==> src/video/palette.sv <==
`timescale 1ns/1ps

module palette (
    input  logic       vclk,
    input  logic       reset,
    input  logic       pal_wren,
    input  logic [4:0] pal_addr,
    input  logic [7:0] pal_wrdata,
    input  logic [4:0] pal_idx,
    output logic [5:0] pal_rgb
);

    // RRGGBB
    logic [5:0] ram [32];

    always_ff @(posedge vclk or posedge reset) begin
        if (reset) begin
            for (int i = 0; i < 32; i++)
                ram[i] <= 6'd0;
            pal_rgb <= 6'd0;
        end else begin
            if (pal_wren)
                ram[pal_addr] <= pal_wrdata[5:0];
            pal_rgb <= ram[pal_idx];
        end
    end

endmodule

==> config.mk <==
export PLATFORM = sky130hd
export DESIGN_NAME = palette
export DESIGN_NICKNAME = d
export VERILOG_FILES = /design/src/video/palette.sv
export SDC_FILE = /design/constraint.sdc
export NUM_CORES = 1
export LEC_CHECK = 0
export ABC_AREA = 1
export BUFFER_PORTS_ARGS = -buffer_cell sky130_fd_sc_hd__buf_2
export CELL_PAD_IN_SITES_DETAIL_PLACEMENT = 0
export CELL_PAD_IN_SITES_GLOBAL_PLACEMENT = 1
export CORE_ASPECT_RATIO = 0.6
export CORE_MARGIN = 2
export CORE_UTILIZATION = 45
export DETAILED_ROUTE_END_ITERATION = 10
export PLACE_DENSITY_LB_ADDON = 0.08
export SLEW_MARGIN = 20
export SYNTH_ARGS = -nofsm -noshare
export SYNTH_HDL_FRONTEND = slang
export SYNTH_SLANG_ARGS = --single-unit
==> constraint.sdc <==
create_clock -name vclk -period 8.8 [get_ports vclk]
set_input_delay 1.32 -clock vclk [delete_from_list [all_inputs] [get_ports vclk]]
set_output_delay 1.32 -clock vclk [all_outputs]
set_load 0.01 [all_outputs]
==> metrics.yaml <==
status: "finished clean"
viasPerCell: 5.24
postCtsSetupRepairBufs: 0
critPathCaptureType: "register"
crit_buf_inv: 4
hold_viol: 0
yosysTopAreaCell: "dfrtp_1"
start_util: 0.456
synth_edf_count: 0
synth_area_um2: 9060
synth.top_cells.by_area: "dfrtp_1, nand2_1, o21ai_0"
cts.clk_slew.worst_paths_ns: 0.07
hold_buffers: 0
worstPathRequired_ns: 9.16
wl_um: 24800
antenna_found_initial: 0
ys_warn_count: 0
post_drt_wl_per_cell_um: 17.7
ir_worst_vdd_uv: 150
synthCells: 1149
placed_area_um2: 9240
finalSetupTns_ns: 0
grt_pass1_wl_um: 40100
cp_data_arrival_time_ns: 3.77
globalplace.congestion: 0.886
coreArea_um2: 19900
p_per_area_nw_per_um2: 234
ys.flop_type: "dfrtp_1"
power.leakage_uw: 0.00463
drt_iter0_markers: 643
io_buffers: 24
ant_nets: 0
yosysSeqAreaShare: 0.547
grt_use_total: 0.249
avgSynthCellArea_um2: 7.89
multi_input_area_um2: 3650
htreeDepth: 4
grt_start_max_net_pins: 131
synthTopCellsByCount: "nand2_1, dfrtp_1, o21ai_0, nand3_1, clkbuf_1"
path_cells: "buf_2 -> buf_4 -> inv_1 -> buf_4 -> nand3_1 -> nand3_1 -> nand2_1 -> nand2_1 -> nand2_1 -> nand2_1 -> nand2_1"
r2r-start: "ram[77]$_DFFE_PP0P_"
grt.overflow.total: 0
cp-startpoint: "pal_idx[1]"
ys_ff_latch: 198
setup_violations: 0
synth.top_cell.area_share: 0.547
cp_top_family: "buffers and inverters"
hpwl_um: 15000
yosysMostFrequentCell: "nand2_1"
critPathSlowestCell: "inv_1"
finalCritPeriodShare: 0.388
die_h_um: 114
slew_viol_final: 0
area_growth_syn_to_layout_pct: 8.27
fin_crit_ns: 3.42
finalCoreUtilization: 0.494
drtPass1Iterations: 5
max_freq_mhz: 293
io_pins: 27
holdWs_ns: 0.486
tritoncts: "done"
n_antenna_cell: 0
crit_fanout: 49
clockBufferDepth: 2
layout-drive-gt1-share: 0.0710
syn_nets: 1170
min-delay-start: "ram[140]$_DFFE_PP0P_"
clock_sinks: 198
maxCapViolations: 0
vias: 7336
die_w_um: 187
final_nets: 1135
design_area_um2: 9810
slew_headroom: 0.367
cp-start-kind: "primary input"
grt_pass1_vias: 6760
fill_cells: 2012
rsz0062_at_grt: "no"
cts_resized: 0
layout.area.seq_um2: 4950
clk_latency_ns: 0.44
tightest_slew_ns: 0.949
cts_buffers: 17
finClkSkew_ns: 0.00789
dieArea_um2: 21300
num_rows: 40
cts_root_buf: "clkbuf_16"
drc: 0
synth.distinct_cells: 18
async_flop_share: 1.00
slowest_delay_ns: 0.57
hold_class: "register to register"
criticalPathCategory: "primary input to register"
crit_path_frequent_cell: "nand2_1"
logic make-up after synthesis:
kind of cell    count (synthesis)  share of synthesized area
compound gates                192                      0.108
buf+inv                       109                     0.0500
flops                         198                      0.547
simple gates                  650                      0.296
per-stage QoR:
stage	power, uW	cells	setup WS, ns
6_report	2300	1400	5.38
5_1_grt	2440	1400	5.29
4_1_cts	2320	1400	5.45
3_5_place_dp	1540	1368	4.99
3_3_place_gp	1530	1368	5.00
2_1_floorplan	1430	1149	2.08
final timing paths:
| check | cells after the start | to | slack [ns] |
|---|---|---|---|
| setup reg to reg | 8 | pal_rgb[5]$_DFF_PP0_ | 7.50 |
| max in group asynchronous | 3 | ram[132]$_DFFE_PP0P_ | 6.22 |
| hold / removal | 2 | ram[140]$_DFFE_PP0P_ | 0.49 |
| setup / recovery | 11 | pal_rgb[3]$_DFF_PP0_ | 5.38 |
| hold reg to reg | 2 | ram[140]$_DFFE_PP0P_ | 0.49 |
| min in group asynchronous | 2 | ram[43]$_DFFE_PP0P_ | 1.06 |
worst reg2reg max path, stage by stage (launching register included):
cell and delay, ns:
dfrtp_1 0.39, nand2_1 0.07, nand3_1 0.17, nand3_1 0.14
nand2_1 0.12, nand2_1 0.08, nand2_1 0.05, nand2_1 0.05
nand2_1 0.11
cells in the final DEF, fill, tap and decap left out:
master and n:
clkinvlp_4 4, buf_4 11, dfrtp_1 198, clkbuf_16 17, nor3_1 8, a21oi_1 8
nor2_1 12, buf_2 23, bufinv_16 2, inv_6 1, clkinv_2 2, nand3_1 144
clkbuf_8 1, nor3_4 3, inv_2 6, clkinv_4 2, clkbuf_1 3, o21ai_0 150
inv_1 14, o21ai_1 30, inv_8 1, nor2_2 2, nor3_2 1, nand2_1 480
a21oi_2 4
layout make-up:
type                       count  share of cell area
sequential                   198               0.505
multi-input combinational    842               0.372
clock inverter                11              0.0129
inverter                      21             0.00880
timing repair buffer          34              0.0201
clock buffer                  21              0.0459
tap                          273              0.0348
flip-flops by register name, indices dropped and copies added (netlist names):
signal,count
ram,192
pal_rgb,6
layer usage:
metal	routed length, um	GRT usage
met2	9920	0.349
met5	0	0
met4	359	0.0667
met1	13300	0.385
met3	1300	0.0529
power breakdown:
group | switching (uW) | internal (uW)
sequential | 88.7 | 1080
clock | 352 | 427
combinational | 222 | 131
total | 663 | 1640
Power figures use the tool's default switching activity.
