==> config.mk <==
export PLATFORM = sky130hd
export DESIGN_NAME = video_timing
export DESIGN_NICKNAME = d
export VERILOG_FILES = /design/src/common/vdp_pkg.sv /design/src/video/video_timing.sv
export SDC_FILE = /design/constraint.sdc
export NUM_CORES = 1
export LEC_CHECK = 0
export BUFFER_PORTS_ARGS = -buffer_cell sky130_fd_sc_hd__buf_2
export CAP_MARGIN = 40
export CELL_PAD_IN_SITES_DETAIL_PLACEMENT = 0
export CELL_PAD_IN_SITES_GLOBAL_PLACEMENT = 1
export CORE_MARGIN = 2
export CORE_UTILIZATION = 40
export CTS_CLUSTER_SIZE = 25
export DETAILED_ROUTE_END_ITERATION = 10
export PLACE_DENSITY_LB_ADDON = 0.25
export SLEW_MARGIN = 20
export SYNTH_ARGS = -nofsm -noshare
export SYNTH_HDL_FRONTEND = slang
export SYNTH_SLANG_ARGS = --single-unit
==> constraint.sdc <==
create_clock -name vclk -period 3 [get_ports vclk]
set_input_delay 0.9 -clock vclk [delete_from_list [all_inputs] [get_ports vclk]]
set_output_delay 0.9 -clock vclk [all_outputs]
set_load 0.02 [all_outputs]
==> src/common/vdp_pkg.sv <==
package vdp_pkg;

    ////////////////////
    // Horizontal timing in vclk cycles
    ////////////////////
    localparam logic [9:0] h_total      = 10'd800;
    localparam logic [9:0] h_active     = 10'd640;
    localparam logic [9:0] h_sync_start = 10'd656;
    localparam logic [9:0] h_sync_end   = 10'd752;

    // Vertical timing in scan lines
    localparam logic [9:0] line_total   = 10'd525;
    localparam logic [9:0] line_active  = 10'd480;
    localparam logic [9:0] v_sync_start = 10'd490;
    localparam logic [9:0] v_sync_end   = 10'd492;

    ////////////////////
    // Cell area bounds, hpos and vpos units
    ////////////////////
    localparam logic [9:0] border_left   = 10'd32;
    localparam logic [9:0] border_right  = 10'd608;
    localparam logic [8:0] border_top    = 9'd20;
    localparam logic [8:0] border_bottom = 9'd220;

    localparam int cell_cols = 36;
    localparam int cell_w    = 16;
    localparam int cell_h    = 8;

    localparam logic [8:0] vblank_line = 9'd220;

    // Counter to pins latency
    localparam int pipe_depth = 4;

    // Access codes, top two bits of the command word
    localparam logic [1:0] code_vram_rd = 2'd0;
    localparam logic [1:0] code_vram_wr = 2'd1;
    localparam logic [1:0] code_reg_wr  = 2'd2;
    localparam logic [1:0] code_pal_wr  = 2'd3;

    // Display register indices
    localparam logic [3:0] reg_mode0   = 4'd0;
    localparam logic [3:0] reg_mode1   = 4'd1;
    localparam logic [3:0] reg_scrmap  = 4'd2;
    localparam logic [3:0] reg_sprattr = 4'd5;
    localparam logic [3:0] reg_sprpat  = 4'd6;
    localparam logic [3:0] reg_border  = 4'd7;
    localparam logic [3:0] reg_hscroll = 4'd8;
    localparam logic [3:0] reg_vscroll = 4'd9;
    localparam logic [3:0] reg_raster  = 4'd10;

    ////////////////////
    // Command word, address setup or register write
    ////////////////////
    typedef union packed {
        struct packed {
            logic [1:0]  code;
            logic [13:0] addr;
        } cmd;
        struct packed {
            logic [1:0] code;
            logic [1:0] unused;
            logic [3:0] idx;
            logic [7:0] data;
        } regw;
    } vdp_cmd_u;

    typedef struct packed {
        logic       vscroll_inhibit;
        logic       hscroll_inhibit;
        logic       left_col_blank;
        logic       line_irq_en;
        logic       sprite_shift;
        logic       screen_en;
        logic       vblank_irq_en;
        logic       spr_h16;
        logic       spr_mag;
        logic [7:0] scrmap_base;
        logic [7:0] sprattr_base;
        logic [7:0] sprpat_base;
        logic [7:0] border_idx;
        logic [7:0] hscroll;
        logic [7:0] vscroll;
        logic [7:0] raster_line;
    } vdp_cfg_t;

    typedef struct packed {
        logic [9:0] hpos;
        logic [8:0] vpos;
        logic       hsync;
        logic       vsync;
        logic       blank;
        logic       line_start;
    } vid_pos_t;

endpackage

==> src/video/video_timing.sv <==
`timescale 1ns/1ps

module video_timing (
    input  logic              vclk,
    input  logic              reset,
    output vdp_pkg::vid_pos_t pos
);
    import vdp_pkg::*;

    logic [9:0] hpos_q;
    logic [9:0] line_q;
    logic       h_last;
    logic       line_last;

    assign h_last    = hpos_q == h_total - 10'd1;
    assign line_last = line_q == line_total - 10'd1;

    ////////////////////
    // Counters
    ////////////////////
    always_ff @(posedge vclk or posedge reset) begin
        if (reset) begin
            hpos_q <= 10'd0;
            line_q <= 10'd0;
        end else if (h_last) begin
            hpos_q <= 10'd0;
            line_q <= line_last ? 10'd0 : line_q + 10'd1;
        end else begin
            hpos_q <= hpos_q + 10'd1;
        end
    end

    ////////////////////
    // Sync and blank
    ////////////////////
    always_comb begin
        pos.hpos       = hpos_q;
        // Every line shown twice
        pos.vpos       = line_q[9:1];
        pos.hsync      = !(hpos_q >= h_sync_start && hpos_q < h_sync_end);
        pos.vsync      = !(line_q >= v_sync_start && line_q < v_sync_end);
        pos.blank      = hpos_q >= h_active || line_q >= line_active;
        pos.line_start = hpos_q == 10'd0;
    end

    a_hpos_range: assert property (@(posedge vclk) disable iff (reset)
        hpos_q < h_total);

endmodule

==> results.txt <==
status - finished clean
Gate Count Post-Synth - 119
Pwr Density - 343 mW/mm2
Ports - 25
Die X - 57.7 um
Synth area leader - dfrtp_1
# rows - 19
post-route setup slack - 0.408 ns
Max clock buf depth - 2
Synth Warn # - 0
via total after detailed routing - 879
Rel. slew slack - 59.0%
leak pwr - 0.614 nW
global-route wire length before repair - 3.99 mm
fill count - 278
DIE HEIGHT - 57.7 um
sequential cell area - 500 um2
Yosys reg bits - 20
Period minus WS final - 2.59 ns
Int Pwr - 346 uW
largest net degree at the start of global routing - 21
die area - 0.00333 mm2
CP startpoint kind - flop
CTS Sinks - 20
Post-DP HPWL - 1.66 mm
top area cells in the synthesized netlist - dfrtp_1 43%, buf_4 6.5%, ha_1 5.4%
Total Negative Setup Slacks - 0 ns
reg2reg setup slack - 0.67 ns
# setup viols final - 0
Initial DRC Count - 38
crit path capture - pos[3]
layout cells sized above 1 - 26.3%
Comb pwr share - 1.8%
Max Cap Viol - 0
P_sw - 93.3 uW
Area after DPL - 0.00123 mm2
Nets - 145
EDFF count, synth - 0
ANT nets after route - 0
PostCTS Resize Cnt - 0
worst slew pin tran - 0.609 ns
IO buf count - 24
mapped cell area - 0.00115 mm2
initial antenna violation count - 0
Total GRT Usage - 15.9%
worst vdd ir - 0.198 mV
Synth cell types - 33
# DRC - 0
R2R depth - 4
top_reg_cell synth - dfrtp_1
fin crit share - 86.4%
Setup crit start - hpos_q[4]$_DFF_PP0_
DRT Pass-1 Iters - 4
Switching Fraction - 21.2%
GP Congestion - 0.799
CTS clock-pin slew for the worst setup and hold paths - 0.12 ns
clock share of power - 36.8%
reg-to-reg endpoint - line_q[9]$_DFFE_PP0N_
CTS root buffer - clkbuf_4
footprint of the multi-input gates - 537 um2
fin area - 0.00128 mm2
CTS tree - yes
drt total wl - 2.32 mm
Initial Util - 41.8%
worst skew pair latency - 0.30 ns
part of the Yosys area used for sequential elements - 43.4%
synthesized net count - 126
Overall Power - 439 uW
CP Max Fanout - 9
dpl ws - 0.692 ns
RSZ-0062 raised after global routing - false
Core Region - 0.00276 mm2
Final Slew Violations - 0
Fmax achieved - 386 MHz
Vias/cell - 5.23
Final Hold Viols - 0
H-tree levels - 1
CP Data Required Time - 2.10 ns
Crit Reg-Reg Startpoint - hpos_q[5]$_DFF_PP0_
Hold Path Class - input pin to asynchronous set/reset pin
CP endpoint kind - primary output
CTS buffer count - 3
Async SR Flop Fraction - 100%
number of global-route vias before repair - 820
Sequential Power Share - 61.4%
drt wl/cell - 13.8 um
# diodes - 0
Area growth syn-to-layout - 11.1%
worst clock skew - 0.00309 ns
share of the synthesized area in the top cell type - 43.4%
grt ovf - 0
Synth Area per Inst - 9.69 um2
critical path type - flop to primary output
Crit path arrival time - 1.69 ns
Post-CTS Hold Fix Bufs - 0
post-CTS setup buffers - 0
## worst min-delay path by stage
| stage | start | end | slack (ns) | cells after the start |
|---|---|---|---|---|
| global placement | line_q[7]$_DFFE_PP0N_ | line_q[7]$_DFFE_PP0N_ | 0.50 | 1 |
| global route | reset | line_q[9]$_DFFE_PP0N_ | 0.40 | 2 |
| detailed placement | line_q[7]$_DFFE_PP0N_ | line_q[7]$_DFFE_PP0N_ | 0.51 | 1 |
| floorplan | line_q[7]$_DFFE_PP0N_ | line_q[7]$_DFFE_PP0N_ | 0.47 | 1 |
| finish | reset | line_q[9]$_DFFE_PP0N_ | 0.43 | 2 |
| CTS | line_q[7]$_DFFE_PP0N_ | line_q[7]$_DFFE_PP0N_ | 0.53 | 1 |
## area by class of cell
| class | instances | share of cell area [%] |
|---|---|---|
| flip-flops and latches | 20 | 39.1 |
| clock buffers | 4 | 2.83 |
| repair buffers | 26 | 11.1 |
| inverters | 7 | 2.05 |
| multi-input cells | 80 | 41.9 |
| well taps | 31 | 3.03 |
## cell usage after synthesis (2+ instances only)
library cell / number
or3_1: 2
buf_4: 10
nor3_1: 3
nand3_1: 11
a22o_1: 2
xnor2_1: 5
or4_1: 4
o21ai_0: 6
ha_1: 5
nand3b_1: 2
inv_1: 7
nor2_1: 6
and3_1: 2
dfrtp_1: 20
nor4_1: 3
xor2_1: 5
nand2_1: 9
a21oi_1: 2
## per-layer routing
metal	wire length, um	vias to the layer above	GRT usage, %
met5	0	-	0
met4	17	0	6.98
met3	71	2	3.35
met2	1010	14	22.7
met1	1210	416	23.0
li1	-	447	-
## placed cells by master, fill, tap and decap left out, types with 2 or more instances in the layout
cell type,count
and3_1,2
a21oi_1,2
nor3_1,3
o21ai_0,6
clkbuf_4,3
nand3_1,11
nand3b_1,2
nor4_1,3
nor2_1,6
ha_1,5
xnor2_1,5
or3_1,2
or4_1,4
buf_2,24
nand2_1,9
inv_1,7
dfrtp_1,20
a22o_1,2
xor2_1,5
## sequential cells by signal (all words and copies together) (netlist names)
register  count
hpos_q       10
line_q       10
## stage by stage
step,instances,hold slack (ns),utilization [%]
floorplan,119,0.472,-
global placement,163,0.496,44.6
detailed placement,163,0.511,44.6
CTS,167,0.528,45.9
global route,168,0.397,46.5
finish,168,0.431,46.5
## cells by family after synthesis
kind of cell / Yosys count / share of synthesized area, %
fa+ha+maj: 5 / 5.42
xor+xnor: 10 / 7.59
compound gates: 14 / 8.03
simple gates: 50 / 24.6
flops: 20 / 43.4
mux: 1 / 0.868
buf+inv: 19 / 10.1
## power by group through the flow
stage	clock [mW]	combinational (mW)	sequential [mW]
6_report	0.162	0.00805	0.269
2_1_floorplan	0	0.00404	0.275
3_3_place_gp	0	0.00642	0.275
4_1_cts	0.166	0.00631	0.270
5_1_grt	0.189	0.00938	0.270
3_5_place_dp	0	0.00631	0.275
## worst max-delay path: stages (launching register included)
cell and delay (ns):
dfrtp_1 0.49, and3_2 0.24, or4_1 0.49, buf_2 0.17
(Power assumes the default switching activity.)
