--- src/common/vdp_pkg.sv ---
package vdp_pkg;

    ////////////////////
    // Horizontal timing in vclk cycles
    ////////////////////
    localparam logic [9:0] h_total      = 10'd800;
    localparam logic [9:0] h_active     = 10'd640;
    localparam logic [9:0] h_sync_start = 10'd656;
    localparam logic [9:0] h_sync_end   = 10'd752;

    // Vertical timing in scan lines
    localparam logic [9:0] line_total   = 10'd525;
    localparam logic [9:0] line_active  = 10'd480;
    localparam logic [9:0] v_sync_start = 10'd490;
    localparam logic [9:0] v_sync_end   = 10'd492;

    ////////////////////
    // Cell area bounds, hpos and vpos units
    ////////////////////
    localparam logic [9:0] border_left   = 10'd32;
    localparam logic [9:0] border_right  = 10'd608;
    localparam logic [8:0] border_top    = 9'd20;
    localparam logic [8:0] border_bottom = 9'd220;

    localparam int cell_cols = 36;
    localparam int cell_w    = 16;
    localparam int cell_h    = 8;

    localparam logic [8:0] vblank_line = 9'd220;

    // Counter to pins latency
    localparam int pipe_depth = 4;

    // Access codes, top two bits of the command word
    localparam logic [1:0] code_vram_rd = 2'd0;
    localparam logic [1:0] code_vram_wr = 2'd1;
    localparam logic [1:0] code_reg_wr  = 2'd2;
    localparam logic [1:0] code_pal_wr  = 2'd3;

    // Display register indices
    localparam logic [3:0] reg_mode0   = 4'd0;
    localparam logic [3:0] reg_mode1   = 4'd1;
    localparam logic [3:0] reg_scrmap  = 4'd2;
    localparam logic [3:0] reg_sprattr = 4'd5;
    localparam logic [3:0] reg_sprpat  = 4'd6;
    localparam logic [3:0] reg_border  = 4'd7;
    localparam logic [3:0] reg_hscroll = 4'd8;
    localparam logic [3:0] reg_vscroll = 4'd9;
    localparam logic [3:0] reg_raster  = 4'd10;

    ////////////////////
    // Command word, address setup or register write
    ////////////////////
    typedef union packed {
        struct packed {
            logic [1:0]  code;
            logic [13:0] addr;
        } cmd;
        struct packed {
            logic [1:0] code;
            logic [1:0] unused;
            logic [3:0] idx;
            logic [7:0] data;
        } regw;
    } vdp_cmd_u;

    typedef struct packed {
        logic       vscroll_inhibit;
        logic       hscroll_inhibit;
        logic       left_col_blank;
        logic       line_irq_en;
        logic       sprite_shift;
        logic       screen_en;
        logic       vblank_irq_en;
        logic       spr_h16;
        logic       spr_mag;
        logic [7:0] scrmap_base;
        logic [7:0] sprattr_base;
        logic [7:0] sprpat_base;
        logic [7:0] border_idx;
        logic [7:0] hscroll;
        logic [7:0] vscroll;
        logic [7:0] raster_line;
    } vdp_cfg_t;

    typedef struct packed {
        logic [9:0] hpos;
        logic [8:0] vpos;
        logic       hsync;
        logic       vsync;
        logic       blank;
        logic       line_start;
    } vid_pos_t;

endpackage

--- src/video/pixel_pipe.sv ---
`timescale 1ns/1ps

module pixel_pipe (
    input  logic              vclk,
    input  logic              reset,
    input  vdp_pkg::vid_pos_t pos,
    input  vdp_pkg::vdp_cfg_t cfg,
    output logic [13:0]       vid_addr,
    input  logic [7:0]        vid_rddata,
    output logic [4:0]        pal_idx,
    input  logic [5:0]        pal_rgb,
    output logic [9:0]        hcnt,
    output logic [8:0]        vcnt,
    output logic [3:0]        vga_r,
    output logic [3:0]        vga_g,
    output logic [3:0]        vga_b,
    output logic              vga_hsync,
    output logic              vga_vsync
);
    import vdp_pkg::*;

    vid_pos_t   pos_d [pipe_depth];
    logic [9:0] hrel;
    logic [8:0] vrel;
    logic [5:0] col;
    logic [4:0] row;
    logic       in_cell;
    logic       in_cell_q;
    logic       in_cell_qq;

    ////////////////////
    // Stage 1, cell lookup
    ////////////////////
    assign hrel    = pos.hpos - border_left;
    assign vrel    = pos.vpos - border_top;
    assign col     = 6'(hrel / cell_w);
    assign row     = 5'(vrel / cell_h);
    assign in_cell = pos.hpos >= border_left && pos.hpos < border_right &&
                     pos.vpos >= border_top  && pos.vpos < border_bottom;

    // 2 KB map pages, 64 bytes per row
    always_ff @(posedge vclk) begin
        vid_addr <= {cfg.scrmap_base[3:1], row, col};
    end

    // Position delay line, syncs idle high
    always_ff @(posedge vclk or posedge reset) begin
        if (reset) begin
            for (int i = 0; i < pipe_depth; i++) begin
                pos_d[i]       <= '0;
                pos_d[i].hsync <= 1'b1;
                pos_d[i].vsync <= 1'b1;
            end
            in_cell_q  <= 1'b0;
            in_cell_qq <= 1'b0;
        end else begin
            pos_d[0] <= pos;
            for (int i = 1; i < pipe_depth; i++)
                pos_d[i] <= pos_d[i-1];
            in_cell_q  <= in_cell;
            in_cell_qq <= in_cell_q;
        end
    end

    // Stage 2, VRAM byte is here
    assign pal_idx = (in_cell_qq && cfg.screen_en) ? vid_rddata[4:0] : cfg.border_idx[4:0];

    ////////////////////
    // Stages 3 and 4, colour to pins
    ////////////////////
    always_ff @(posedge vclk or posedge reset) begin
        if (reset) begin
            vga_r <= 4'd0;
            vga_g <= 4'd0;
            vga_b <= 4'd0;
        end else if (pos_d[pipe_depth-2].blank) begin
            vga_r <= 4'd0;
            vga_g <= 4'd0;
            vga_b <= 4'd0;
        end else begin
            vga_r <= {pal_rgb[5:4], pal_rgb[5:4]};
            vga_g <= {pal_rgb[3:2], pal_rgb[3:2]};
            vga_b <= {pal_rgb[1:0], pal_rgb[1:0]};
        end
    end

    assign hcnt      = pos_d[pipe_depth-1].hpos;
    assign vcnt      = pos_d[pipe_depth-1].vpos;
    assign vga_hsync = pos_d[pipe_depth-1].hsync;
    assign vga_vsync = pos_d[pipe_depth-1].vsync;

    a_blank_black: assert property (@(posedge vclk) disable iff (reset)
        pos_d[pipe_depth-1].blank |-> (vga_r == 4'd0 && vga_g == 4'd0 && vga_b == 4'd0));

endmodule

--- config.mk ---
export PLATFORM = sky130hd
export DESIGN_NAME = pixel_pipe
export DESIGN_NICKNAME = d
export VERILOG_FILES = /design/src/common/vdp_pkg.sv /design/src/video/pixel_pipe.sv
export SDC_FILE = /design/constraint.sdc
export NUM_CORES = 1
export LEC_CHECK = 0
export BUFFER_PORTS_ARGS = -buffer_cell sky130_fd_sc_hd__buf_2
export CAP_MARGIN = 25
export CORE_MARGIN = 3
export CORE_UTILIZATION = 48
export DETAILED_ROUTE_END_ITERATION = 10
export PLACE_DENSITY_LB_ADDON = 0.2
export SYNTH_ARGS = -nofsm -noshare
export SYNTH_HDL_FRONTEND = slang
export SYNTH_SLANG_ARGS = --single-unit
--- constraint.sdc ---
create_clock -name vclk -period 7.4 [get_ports vclk]
set_clock_uncertainty 0.1 [all_clocks]
set_input_delay 0.37 -clock vclk [delete_from_list [all_inputs] [get_ports vclk]]
set_output_delay 0.37 -clock vclk [all_outputs]
set_load 0.02 [all_outputs]
==> flow_metrics.env <==
export IMPL_drc=0
export IMPL_outcome="finished, final reports clean"
export IMPL_synth_top_cell_by_area="dfrtp_1"
export IMPL_grt_pass1_vias=1517
export IMPL_cts_resized=0
export IMPL_fin_nets=378
export IMPL_worstMarginPinSlew_ns=0.436
export IMPL_grt_pass1_wl_um=6990
export IMPL_timing_fmax_mhz=526
export IMPL_ios=156
export IMPL_max_vdd_ir_drop_mv=0.103
export IMPL_place_hpwl_um=3090
export IMPL_drive_above_1_share=0.465
export IMPL_synth_cell_type_count=24
export IMPL_avgSynthCellArea_um2=17.5
export IMPL_clock_sinks=109
export IMPL_dpl_cell_area_um2=3620
export IMPL_synth_seq_cells=109
export IMPL_cts_tree="yes"
export IMPL_synth_area_leaders="dfrtp_1 68%, dfxtp_1 8.7%, dfstp_2 6.5%"
export IMPL_vias=1522
export IMPL_initial_utilization=0.500
export IMPL_synth_cells=183
export IMPL_clkLatencyLatePin_ns=0.35
export IMPL_design_area_um2=3860
export IMPL_ys_seq_area_frac=0.831
export IMPL_rsz0062_at_grt="false"
export IMPL_synth_fp_nets=291
export IMPL_final_common_cell="buf_2"
export IMPL_timing_final_crit_share=0.257
export IMPL_dr_pass1_iters=4
export IMPL_grt_max_degree=62
export IMPL_slowest_delay_ns=0.39
export IMPL_max_cap_violations=0
export IMPL_critPathLaunchType="flip-flop"
export IMPL_critPathArrivalTime_ns=1.43
export IMPL_die_area_um2=7710
export IMPL_io_buffers=95
export IMPL_max_slew_margin=0.710
export IMPL_htree_levels=3
export IMPL_grt_util_met3=0.0386
export IMPL_top_usage_layer="met2"
export IMPL_report_final_hold_viol_count=0
export IMPL_stdcell_count=352
export IMPL_grt_use_met2=0.175
export IMPL_required_ns=6.93
export IMPL_final_cell_mix="95 x buf_2, 87 x dfrtp_1, 14 x dfxtp_1, 9 x clkbuf_8, 8 x dfstp_2"
export IMPL_core_um2=6420
export IMPL_die_width_um=87.8
export IMPL_period_minus_slack_ns=1.90
export IMPL_setup_viol=0
export IMPL_total_power_mw=1.04
export IMPL_n_antenna_cell=0
export IMPL_areaGrowthSynthToFinish_pct=20.1
export IMPL_grt_overflow_total=0
export IMPL_drt_iter0_markers=72
export IMPL_p_per_area_nw_per_um2=270
export IMPL_synth_top_area_frac=0.678
export IMPL_die_h_um=87.8
export IMPL_leakage_nw=1.90
export IMPL_setup_tns_final_ns=0
export IMPL_endpoint_kind="output pin"
export IMPL_path_cells="nand2_1 -> mux2_2 -> buf_2"
export IMPL_row_count=29
export IMPL_grt_antenna_before_repair=0
export IMPL_cp_max_fo=5
export IMPL_viasPerCell=4.32
export IMPL_ant_nets=0
export IMPL_clk_path_buf_depth=2
export IMPL_clk_pin_slew_ns=0.10
export IMPL_wl_um=4440
export IMPL_grt_use_met1=0.169
export IMPL_cts_root_buf="clkbuf_8"
export IMPL_track_usage=0.123
export IMPL_ys_warn_count=0
export IMPL_drv_slew=0
export IMPL_hp_class="primary input to flip-flop"
export IMPL_numCtsBuffers=9
export IMPL_cp_slowest_cell="dfrtp_1"
export IMPL_dpl_cell_count=331
export IMPL_wl_per_cell_um=12.6
export IMPL_netlist_area_um2=3210
export IMPL_place_congestion=0.713
export IMPL_crit_type="flip-flop to output pin"
[cell type report]
| type | instances | area (µm²) |
|---|---|---|
| sequential | 109 | 2670 |
| fill | 491 | 2560 |
| timing repair buffer | 101 | 553 |
| multi-input combinational | 41 | 325 |
| clock buffer | 9 | 124 |
| tap | 77 | 96.3 |
| clock inverter | 7 | 58.8 |
| inverter | 8 | 32.5 |
[report_power, final]
part / internal [mW] / leakage, nW / switching [mW]
sequential: 0.628 / 1.23 / 0.00845
combinational: 0.0307 / 0.579 / 0.0519
clock: 0.128 / 0.0921 / 0.193
total: 0.787 / 1.90 / 0.253
[state kept, by name, summed over array words and instances (netlist names)]
name and flops:
pos_d 66, in_cell_qq 1, vga_r 2, hcnt 10, vid_addr 14, vga_vsync 1, vga_b 2, vga_hsync 1
in_cell_q 1, vga_g 2, vcnt 9
[cell usage after synthesis]
| master | number |
|---|---|
| a211o_2 | 1 |
| a21oi_1 | 2 |
| a31o_2 | 1 |
| and4_1 | 1 |
| buf_4 | 25 |
| dfrtp_1 | 87 |
| dfstp_2 | 8 |
| dfxtp_1 | 14 |
| ha_1 | 4 |
| inv_1 | 8 |
| mux2_2 | 5 |
| nand2_1 | 3 |
| nand3_1 | 1 |
| nand4b_1 | 1 |
| nor2_1 | 3 |
| nor2b_1 | 6 |
| nor3_1 | 1 |
| o211ai_1 | 1 |
| o21ai_0 | 1 |
| or4_1 | 1 |
| or4b_1 | 1 |
| or4bb_1 | 1 |
| xnor2_1 | 3 |
| xor2_1 | 4 |
[timing repair]
action,CTS,global route
setup endpoints to repair,0,0
hold buffers,4,1
hold endpoints to repair,29,1
buffers inserted,0,0
[critical path, delay by kind of cell, from the launching register on]
kind | cells | cell delay [ns]
flip-flops | 1 | 0.39
buffers and inverters | 1 | 0.16
AND/OR/NAND/NOR | 1 | 0.18
multiplexers | 1 | 0.36
[worst paths after layout]
kind | start | end | slack, ns | cells past startpoint
setup / recovery | in_cell_qq | pal_idx[0] | 5.50 | 3
hold / removal | cfg[50] | vid_addr[12] | 0.03 | 1
setup reg to reg | pos_d[24] | vga_b[2] | 6.63 | 1
hold reg to reg | pos_d[41] | hcnt[5] | 0.25 | 0
max in group asynchronous | reset | pos_d[82] | 6.12 | 4
min in group asynchronous | reset | vga_r[1] | 0.48 | 3
[layer usage]
metal,routed length (µm),vias to the layer above
met5,0,-
li1,-,727
met2,2100,57
met4,43,0
met3,320,4
met1,1980,734
[stage by stage]
stage,utilization,setup slack [ns],hold slack (ns)
6_report,0.601,5.50,0.0260
2_1_floorplan,-,4.47,0.231
5_1_grt,0.601,5.44,0.000792
3_5_place_dp,0.564,5.70,0.235
3_3_place_gp,0.560,5.70,0.231
4_1_cts,0.599,5.46,0.00116
[kinds of logic after synthesis]
kind of cell / synth area share
xor gates and xnor gates: 0.0191
AOI/OAI and AO/OA: 0.0129
muxes: 0.0175
adders and majority gates: 0.0156
and+or+nand+nor: 0.0362
DFF: 0.831
buffers and inverters: 0.0678
Power figures use the tool's default switching activity.
