### config.mk
export PLATFORM = sky130hd
export DESIGN_NAME = vdp_port
export DESIGN_NICKNAME = d
export VERILOG_FILES = /design/src/common/vdp_pkg.sv /design/src/hdl/vdp_port.sv
export SDC_FILE = /design/constraint.sdc
export NUM_CORES = 1
export LEC_CHECK = 0
export BUFFER_PORTS_ARGS = -buffer_cell sky130_fd_sc_hd__buf_2
export CAP_MARGIN = 25
export CORE_MARGIN = 5
export CORE_UTILIZATION = 40
export CTS_CLUSTER_SIZE = 10
export DETAILED_ROUTE_END_ITERATION = 8
export GPL_TIMING_DRIVEN = 0
export PLACE_DENSITY_LB_ADDON = 0.12
export SLEW_MARGIN = 20
export SYNTH_ARGS = -nofsm -noshare
export SYNTH_HDL_FRONTEND = slang
export SYNTH_SLANG_ARGS = --single-unit
### constraint.sdc
create_clock -name vclk -period 3.03 [get_ports vclk]
set_clock_uncertainty 0.2 [all_clocks]
set_input_delay 0.606 -clock vclk [delete_from_list [all_inputs] [get_ports vclk]]
set_output_delay 0.606 -clock vclk [all_outputs]
set_load 0.01 [all_outputs]
### src/common/vdp_pkg.sv
package vdp_pkg;

    ////////////////////
    // Horizontal timing in vclk cycles
    ////////////////////
    localparam logic [9:0] h_total      = 10'd800;
    localparam logic [9:0] h_active     = 10'd640;
    localparam logic [9:0] h_sync_start = 10'd656;
    localparam logic [9:0] h_sync_end   = 10'd752;

    // Vertical timing in scan lines
    localparam logic [9:0] line_total   = 10'd525;
    localparam logic [9:0] line_active  = 10'd480;
    localparam logic [9:0] v_sync_start = 10'd490;
    localparam logic [9:0] v_sync_end   = 10'd492;

    ////////////////////
    // Cell area bounds, hpos and vpos units
    ////////////////////
    localparam logic [9:0] border_left   = 10'd32;
    localparam logic [9:0] border_right  = 10'd608;
    localparam logic [8:0] border_top    = 9'd20;
    localparam logic [8:0] border_bottom = 9'd220;

    localparam int cell_cols = 36;
    localparam int cell_w    = 16;
    localparam int cell_h    = 8;

    localparam logic [8:0] vblank_line = 9'd220;

    // Counter to pins latency
    localparam int pipe_depth = 4;

    // Access codes, top two bits of the command word
    localparam logic [1:0] code_vram_rd = 2'd0;
    localparam logic [1:0] code_vram_wr = 2'd1;
    localparam logic [1:0] code_reg_wr  = 2'd2;
    localparam logic [1:0] code_pal_wr  = 2'd3;

    // Display register indices
    localparam logic [3:0] reg_mode0   = 4'd0;
    localparam logic [3:0] reg_mode1   = 4'd1;
    localparam logic [3:0] reg_scrmap  = 4'd2;
    localparam logic [3:0] reg_sprattr = 4'd5;
    localparam logic [3:0] reg_sprpat  = 4'd6;
    localparam logic [3:0] reg_border  = 4'd7;
    localparam logic [3:0] reg_hscroll = 4'd8;
    localparam logic [3:0] reg_vscroll = 4'd9;
    localparam logic [3:0] reg_raster  = 4'd10;

    ////////////////////
    // Command word, address setup or register write
    ////////////////////
    typedef union packed {
        struct packed {
            logic [1:0]  code;
            logic [13:0] addr;
        } cmd;
        struct packed {
            logic [1:0] code;
            logic [1:0] unused;
            logic [3:0] idx;
            logic [7:0] data;
        } regw;
    } vdp_cmd_u;

    typedef struct packed {
        logic       vscroll_inhibit;
        logic       hscroll_inhibit;
        logic       left_col_blank;
        logic       line_irq_en;
        logic       sprite_shift;
        logic       screen_en;
        logic       vblank_irq_en;
        logic       spr_h16;
        logic       spr_mag;
        logic [7:0] scrmap_base;
        logic [7:0] sprattr_base;
        logic [7:0] sprpat_base;
        logic [7:0] border_idx;
        logic [7:0] hscroll;
        logic [7:0] vscroll;
        logic [7:0] raster_line;
    } vdp_cfg_t;

    typedef struct packed {
        logic [9:0] hpos;
        logic [8:0] vpos;
        logic       hsync;
        logic       vsync;
        logic       blank;
        logic       line_start;
    } vid_pos_t;

endpackage

### src/hdl/vdp_port.sv
`timescale 1ns/1ps

module vdp_port (
    input  logic              vclk,
    input  logic              reset,
    input  logic              io_portsel,
    input  logic [7:0]        io_wrdata,
    input  logic              io_wren,
    input  logic              io_rddone,
    output logic [7:0]        io_rddata,
    output logic              irq,
    input  vdp_pkg::vdp_cfg_t cfg,
    input  vdp_pkg::vid_pos_t pos,
    output logic [13:0]       vram_addr,
    output logic [7:0]        vram_wrdata,
    output logic              vram_wren,
    input  logic [7:0]        vram_rddata,
    output logic              pal_wren,
    output logic [4:0]        pal_addr,
    output logic              reg_wr,
    output logic [3:0]        reg_idx,
    output logic [7:0]        reg_data
);
    import vdp_pkg::*;

    vdp_cmd_u cmd_q;
    vdp_cmd_u cmd_exec;
    logic     second_byte;
    logic     vblank_pend;
    logic     line_pend;
    logic     rd_valid;
    logic     ctrl_write;
    logic     ctrl_rddone;
    logic     data_write;
    logic     data_rddone;
    logic     vblank_hit;
    logic     line_hit;

    assign ctrl_write  = io_wren   &&  io_portsel;
    assign ctrl_rddone = io_rddone &&  io_portsel;
    assign data_write  = io_wren   && !io_portsel;
    assign data_rddone = io_rddone && !io_portsel;

    // Second byte on top of the latched first byte
    assign cmd_exec = {io_wrdata, cmd_q[7:0]};

    assign vblank_hit = pos.line_start && pos.vpos == vblank_line && cfg.vblank_irq_en;
    assign line_hit   = pos.line_start && pos.vpos == {1'b0, cfg.raster_line} && cfg.line_irq_en;

    ////////////////////
    // Command latch and pending flags
    ////////////////////
    always_ff @(posedge vclk or posedge reset) begin
        if (reset) begin
            cmd_q       <= '0;
            second_byte <= 1'b0;
            vblank_pend <= 1'b0;
            line_pend   <= 1'b0;
            rd_valid    <= 1'b0;
        end else begin
            // Read data is stale for one cycle after any address change
            rd_valid <= !(ctrl_write || data_write || data_rddone);

            if (ctrl_write) begin
                if (!second_byte)
                    cmd_q[7:0] <= io_wrdata;
                else if (cmd_exec.cmd.code != code_reg_wr)
                    cmd_q <= cmd_exec;
                second_byte <= !second_byte;
            end else if (data_write || data_rddone) begin
                second_byte    <= 1'b0;
                cmd_q.cmd.addr <= cmd_q.cmd.addr + 14'd1;
            end else if (ctrl_rddone) begin
                second_byte <= 1'b0;
                vblank_pend <= 1'b0;
                line_pend   <= 1'b0;
            end

            // New events win over a clear in the same cycle
            if (vblank_hit)
                vblank_pend <= 1'b1;
            if (line_hit)
                line_pend <= 1'b1;
        end
    end

    assign irq = vblank_pend || line_pend;

    always_comb begin
        if (io_portsel)
            io_rddata = {vblank_pend, line_pend, 6'd0};
        else if (rd_valid)
            io_rddata = vram_rddata;
        else
            io_rddata = 8'd0;
    end

    // Write strobes
    assign vram_addr   = cmd_q.cmd.addr;
    assign vram_wrdata = io_wrdata;
    assign vram_wren   = data_write && cmd_q.cmd.code != code_pal_wr;
    assign pal_wren    = data_write && cmd_q.cmd.code == code_pal_wr;
    assign pal_addr    = cmd_q.cmd.addr[4:0];

    assign reg_wr   = ctrl_write && second_byte && cmd_exec.regw.code == code_reg_wr;
    assign reg_idx  = cmd_exec.regw.idx;
    assign reg_data = cmd_exec.regw.data;

    // Write and read-done strobes never overlap on the CPU bus
    a_strobes_apart: assert property (@(posedge vclk) disable iff (reset)
        !(io_wren && io_rddone));

endmodule

==> results.cfg, run 1 <==
[clocking]
postCtsHoldBufs = 0
clk_latency_ns = 0.26
cts_buffers = 3
clk_path_buf_depth = 2
tritoncts = yes
cts-root-buf = clkbuf_8
clk_pin_slew_ns = 0.08
h-tree-depth = 1
cts_setup_buffers = 0
ctsResizeCount = 0
cts_sinks = 20

[drt]
vias = 1724
final_antenna_net_count = 0
top_layer = met4
wl_met1_mm = 2.05
routedWlPerCell_um = 13.0
wl_met3_um = 608
firstDrtPassIters = 5
drcViolationCount = 0
post_drt_via_cell_ratio = 4.94
wl_met2_mm = 1.84
drtIter0Drc = 114
totalWireLength_mm = 4.55

[sta]
finalSetupViolCount = 0
rsz0062_at_grt = false
tightest_slew_ns = 0.772
setup_tns_ns = 0
period_share_pct = 82.8
fin_crit_ns = 2.51
hold_viol_final = 0
setup_ws_ns = 0.520
slew_viol_final = 0
slew_headroom_pct = 48.5
timing.fmax_ghz = 0.398

[logic_synthesis]
ys_ff_latch = 20
dominantRegCellSynth = dfrtp_1
synth.area.top_cells = dfrtp_1, buf_4, a21oi_1, nand2_1, and2_1
netlist_instances = 204
yosys.cell_count.top_type = buf_4
syn_nets = 314
synthArstFlopShare_pct = 100
syn_avg_cell_area_um2 = 8.13
synth_cell_type_count = 41
synth-edff-count = 0
synth_area_mm2 = 0.00166
synth_top_area_share_pct = 30.2
netlist.top_cell.by_area = dfrtp_1
synthTopCellsByCount = buf_4, nand2_1, dfrtp_1, a21oi_1, o21ai_0
ys_warn_count = 0
yosysSeqAreaShare_pct = 30.2

[power]
power.total_mw = 1.32
vdd_drop_max_mv = 0.344
powerDensity_mw_per_mm2 = 593
p_leak_nw = 1.13

[global_routing]
grt_pass1_vias = 1629
overflow = 0
track_usage_pct = 16.6
grt_max_degree = 21
grt_pass1_wl_mm = 7.41
antenna_found_initial = 0

[floorplanning]
rows = 23
fp.coreArea_mm2 = 0.00400
die_y_um = 74.4
io_pins = 160
die_w_um = 74.4
start_util_pct = 41.4
die_area_mm2 = 0.00553

[critical_path]
ff2ff_path_depth = 5
critPathArrivalTime_ns = 1.70
crit_path_start_kind = input pin
slowest_delay_ns = 0.35
critPathRequiredTime_ns = 2.22
critPathSlowestCell = clkbuf_1
worstPathCellList = buf_2 -> and2_1 -> clkbuf_1 -> nand2_1 -> nor2_1 -> buf_2
crit_path_end_kind = output pin
critical_path_class = input pin to output pin
crit_path_frequent_cell = buf_2
cp_max_fo = 10

[placed_design]
place_inst = 345
dp_hpwl_mm = 3.65
gp_congestion = 0.893
place_ws_ns = 0.512
port-buffer-count = 91

[finish]
drive_gt1_share_pct = 47.5
n_antenna_cell = 0
area_growth_pct = 34.6
fill_cells = 394
instances_no_fill = 349
final_nets = 410

[outcome]
outcome = complete, no violations

[worst_hold_path]
hp-class = input pin to asynchronous set/reset pin

[job]
drv_cap = 0
## per-layer routing
layer,GRT usage [%],up-vias
met5,0,-
met4,3.75,0
met2,24.6,93
li1,-,874
met1,24.0,750
met3,4.46,7
## power breakdown
group | internal, mW | switching, mW | leakage [nW] | total [mW]
Clock | 0.116 | 0.0941 | 0.0288 | 0.210
Combinational | 0.371 | 0.308 | 0.868 | 0.678
Sequential | 0.334 | 0.102 | 0.234 | 0.436
## cells by family (layout without fill, tap and decap cells)
logic type / Yosys count / after routing / synth area share [%]
compound gates: 53 / 53 / 20.8
xor+xnor: 8 / 8 / 4.23
fa+ha+maj: 1 / 1 / 0.755
buf+inv: 49 / 144 / 20.1
flops: 20 / 20 / 30.2
mux: 1 / 1 / 0.604
simple gates: 72 / 72 / 23.4
## worst paths after layout
check | startpoint | to | slack (ns)
min in group vclk | line_pend$_DFFE_PP0P_ | line_pend$_DFFE_PP0P_ | 0.32
min reg2reg | line_pend$_DFFE_PP0P_ | line_pend$_DFFE_PP0P_ | 0.32
max reg2reg | cmd_q[0]$_DFFE_PP0P_ | cmd_q[12]$_DFFE_PP0P_ | 0.91
min | reset | cmd_q[5]$_DFFE_PP0P_ | 0.27
max | io_wren | reg_wr | 0.52
max in group asynchronous | reset | cmd_q[14]$_DFFE_PP0P_ | 1.88
## layout by cell type, fill, tap and decap left out, types with 3 or more instances in the layout
cell type and count:
clkbuf_8 4, buf_2 93, nand4_1 5, nand2_1 21
xnor2_1 4, a2bb2oi_1 3, dfrtp_1 20, o21ai_0 11
inv_1 3, clkbuf_1 5, xor2_1 4, nor2_1 9
o22a_1 3, nand3_1 9, and2_1 9, buf_4 39
a21oi_1 18, o22ai_1 5
## layout make-up
cell class | count | area, µm² | share of cell area (%)
sequential | 20 | 500 | 22.4
timing repair buffer | 91 | 455 | 20.4
multi-input combinational | 135 | 825 | 37.0
tap | 50 | 62.6 | 2.80
inverter | 3 | 11.3 | 0.505
buffer | 46 | 322 | 14.4
clock buffer | 4 | 55.1 | 2.47
## through the flow
| step | hold WS, ns | instance area [µm²] | utilization, % |
|---|---|---|---|
| 2_1_floorplan | 0.256 | 1660 | - |
| 3_3_place_gp | 0.291 | 2180 | 54.4 |
| 3_5_place_dp | 0.301 | 2180 | 54.4 |
| 4_1_cts | 0.324 | 2230 | 55.8 |
| 5_1_grt | 0.343 | 2230 | 55.8 |
| 6_report | 0.271 | 2230 | 55.8 |
## sequential cells by signal (all words and copies together), names as in the netlist
| signal | count |
|---|---|
| second_byte | 1 |
| line_pend | 1 |
| rd_valid | 1 |
| cmd_q | 16 |
| vblank_pend | 1 |
## worst max-delay path: cells and delay by family
kind / cells / cell delay [ns]
and+or+nand+nor: 3 / 0.46
buffers and inverters: 3 / 0.64
Power figures use the tool's default switching activity.
==> run 2, diff against run 1 <==
--- a/config.mk
+++ b/config.mk
@@ -8,7 +8,7 @@
 export BUFFER_PORTS_ARGS = -buffer_cell sky130_fd_sc_hd__buf_2
 export CAP_MARGIN = 25
 export CORE_MARGIN = 5
-export CORE_UTILIZATION = 40
+export CORE_UTILIZATION = 33
 export CTS_CLUSTER_SIZE = 10
 export DETAILED_ROUTE_END_ITERATION = 8
 export GPL_TIMING_DRIVEN = 0
==> constraint.sdc (replaced) <==
create_clock -name vclk -period 2.3 [get_ports vclk]
set_clock_uncertainty 0.2 [all_clocks]
set_input_delay 0.46 -clock vclk [delete_from_list [all_inputs] [get_ports vclk]]
set_output_delay 0.46 -clock vclk [all_outputs]
set_load 0.01 [all_outputs]
==> results.cfg, run 2 (synthesized netlist as in run 1, its figures left out) <==
[outcome]
outcome = complete, no violations

[floorplanning]
die_area_mm2 = 0.00654
die_y_um = 80.9
die_w_um = 80.9
io_pins = 160
fp.coreArea_mm2 = 0.00479
start_util_pct = 34.6
rows = 25

[drt]
vias = 1677
wl_met1_mm = 2.23
firstDrtPassIters = 4
post_drt_via_cell_ratio = 4.59
final_antenna_net_count = 0
drcViolationCount = 0
totalWireLength_mm = 4.77
routedWlPerCell_um = 13.1
drtIter0Drc = 78
wl_met3_um = 248
wl_met2_mm = 2.20
top_layer = met4

[critical_path]
critPathRequiredTime_ns = 1.64
critical_path_class = input pin to output pin
crit_path_start_kind = input pin
ff2ff_path_depth = 5
critPathArrivalTime_ns = 1.53
worstPathCellList = buf_2 -> and2_1 -> clkbuf_1 -> nand2_1 -> nor2_1 -> buf_2
critPathSlowestCell = clkbuf_1
crit_path_frequent_cell = buf_2
slowest_delay_ns = 0.35
crit_path_end_kind = output pin
cp_max_fo = 10

[finish]
largest_reg_flops = 16
register_area_um2 = 500
multiInputGateArea_um2 = 825
drive_gt1_share_pct = 47.3
regMostFlops = cmd_q
most-common-layout-cells = buf_2, buf_4, nand2_1
finish.instance_area_mm2 = 0.00224
layout_commonest_cell = buf_2
n_antenna_cell = 0
final_nets = 410
area_growth_pct = 35.0
fill_cells = 484

[power]
p_leak_nw = 1.12
power.total_mw = 1.70
powerDensity_mw_per_mm2 = 761
vdd_drop_max_mv = 0.369

[clocking]
clk_path_buf_depth = 2
postCtsHoldBufs = 0
clk_latency_ns = 0.26
cts_setup_buffers = 0
cts_buffers = 3
cts_sinks = 20
clk_pin_slew_ns = 0.07
ctsResizeCount = 0
h-tree-depth = 1
tritoncts = yes
cts-root-buf = clkbuf_8

[placed_design]
port-buffer-count = 91
dp_hpwl_mm = 3.76
gp_congestion = 0.807
place_area_mm2 = 0.00220

[sta]
finalSetupViolCount = 0
rsz0062_at_grt = false
fin_crit_ns = 2.19
slew_headroom_pct = 46.1
hold_viol_final = 0
slew_viol_final = 0
timing.fmax_ghz = 0.457
tightest_slew_ns = 0.807
setup_tns_ns = 0
period_share_pct = 95.1

[global_routing]
track_usage_pct = 14.2
overflow = 0
grt_pass1_wl_mm = 7.31
grt_max_degree = 21
grt_pass1_vias = 1556
antenna_found_initial = 0

[job]
drv_cap = 0

[worst_hold_path]
hp-class = input pin to asynchronous set/reset pin
## run 2: changes by cell type in the layout (fill, tap and decap cells not counted)
cell	delta
clkbuf_8	-1
## run 2: power by group
group / switching (mW) / internal, mW / total, mW / leakage (nW)
clock: 0.117 / 0.117 / 0.234 / 0.0216
combinational: 0.404 / 0.488 / 0.893 / 0.868
sequential: 0.138 / 0.440 / 0.577 / 0.234
total: 0.659 / 1.04 / 1.70 / 1.12
## run 2: metrics by stage
stage / instances / hold slack [ns] / util [%] / setup slack (ns)
finish: 365 / 0.139 / 46.8 / 0.112
global route: 365 / 0.190 / 46.8 / 0.00236
floorplan: 204 / 0.224 / - / 0.417
CTS: 365 / 0.170 / 46.8 / 0.122
global placement: 362 / 0.299 / 45.9 / 0.103
detailed placement: 362 / 0.302 / 45.9 / 0.130
## run 2: worst paths after layout
| check | end | startpoint | slack (ns) |
|---|---|---|---|
| max | reg_wr | io_wren | 0.11 |
| min | cmd_q[0]$_DFFE_PP0P_ | reset | 0.14 |
| max reg2reg | cmd_q[12]$_DFFE_PP0P_ | cmd_q[0]$_DFFE_PP0P_ | 0.18 |
| min reg2reg | line_pend$_DFFE_PP0P_ | line_pend$_DFFE_PP0P_ | 0.31 |
| max in group asynchronous | cmd_q[5]$_DFFE_PP0P_ | reset | 1.26 |
| min in group vclk | rd_valid$_DFF_PP0_ | io_rddone | 0.19 |
## run 2: metal layers
metal / track usage (%) / vias to the layer above
met5: 0 / -
met4: 5.74 / 0
met1: 19.1 / 747
met2: 21.9 / 47
met3: 3.22 / 6
li1: - / 877
## run 2: final cells by class
type | count | share of cell area, %
inverters | 3 | 0.503
clock buffers | 3 | 1.84
plain buffers | 46 | 14.4
repair buffers | 91 | 20.3
flip-flops and latches | 20 | 22.4
well taps | 67 | 3.75
multi-input cells | 135 | 36.8
## run 2: worst max-delay path, delay by kind of cell
kind	cells	cell delay, ns
buffers and inverters	3	0.64
and+or+nand+nor	3	0.43
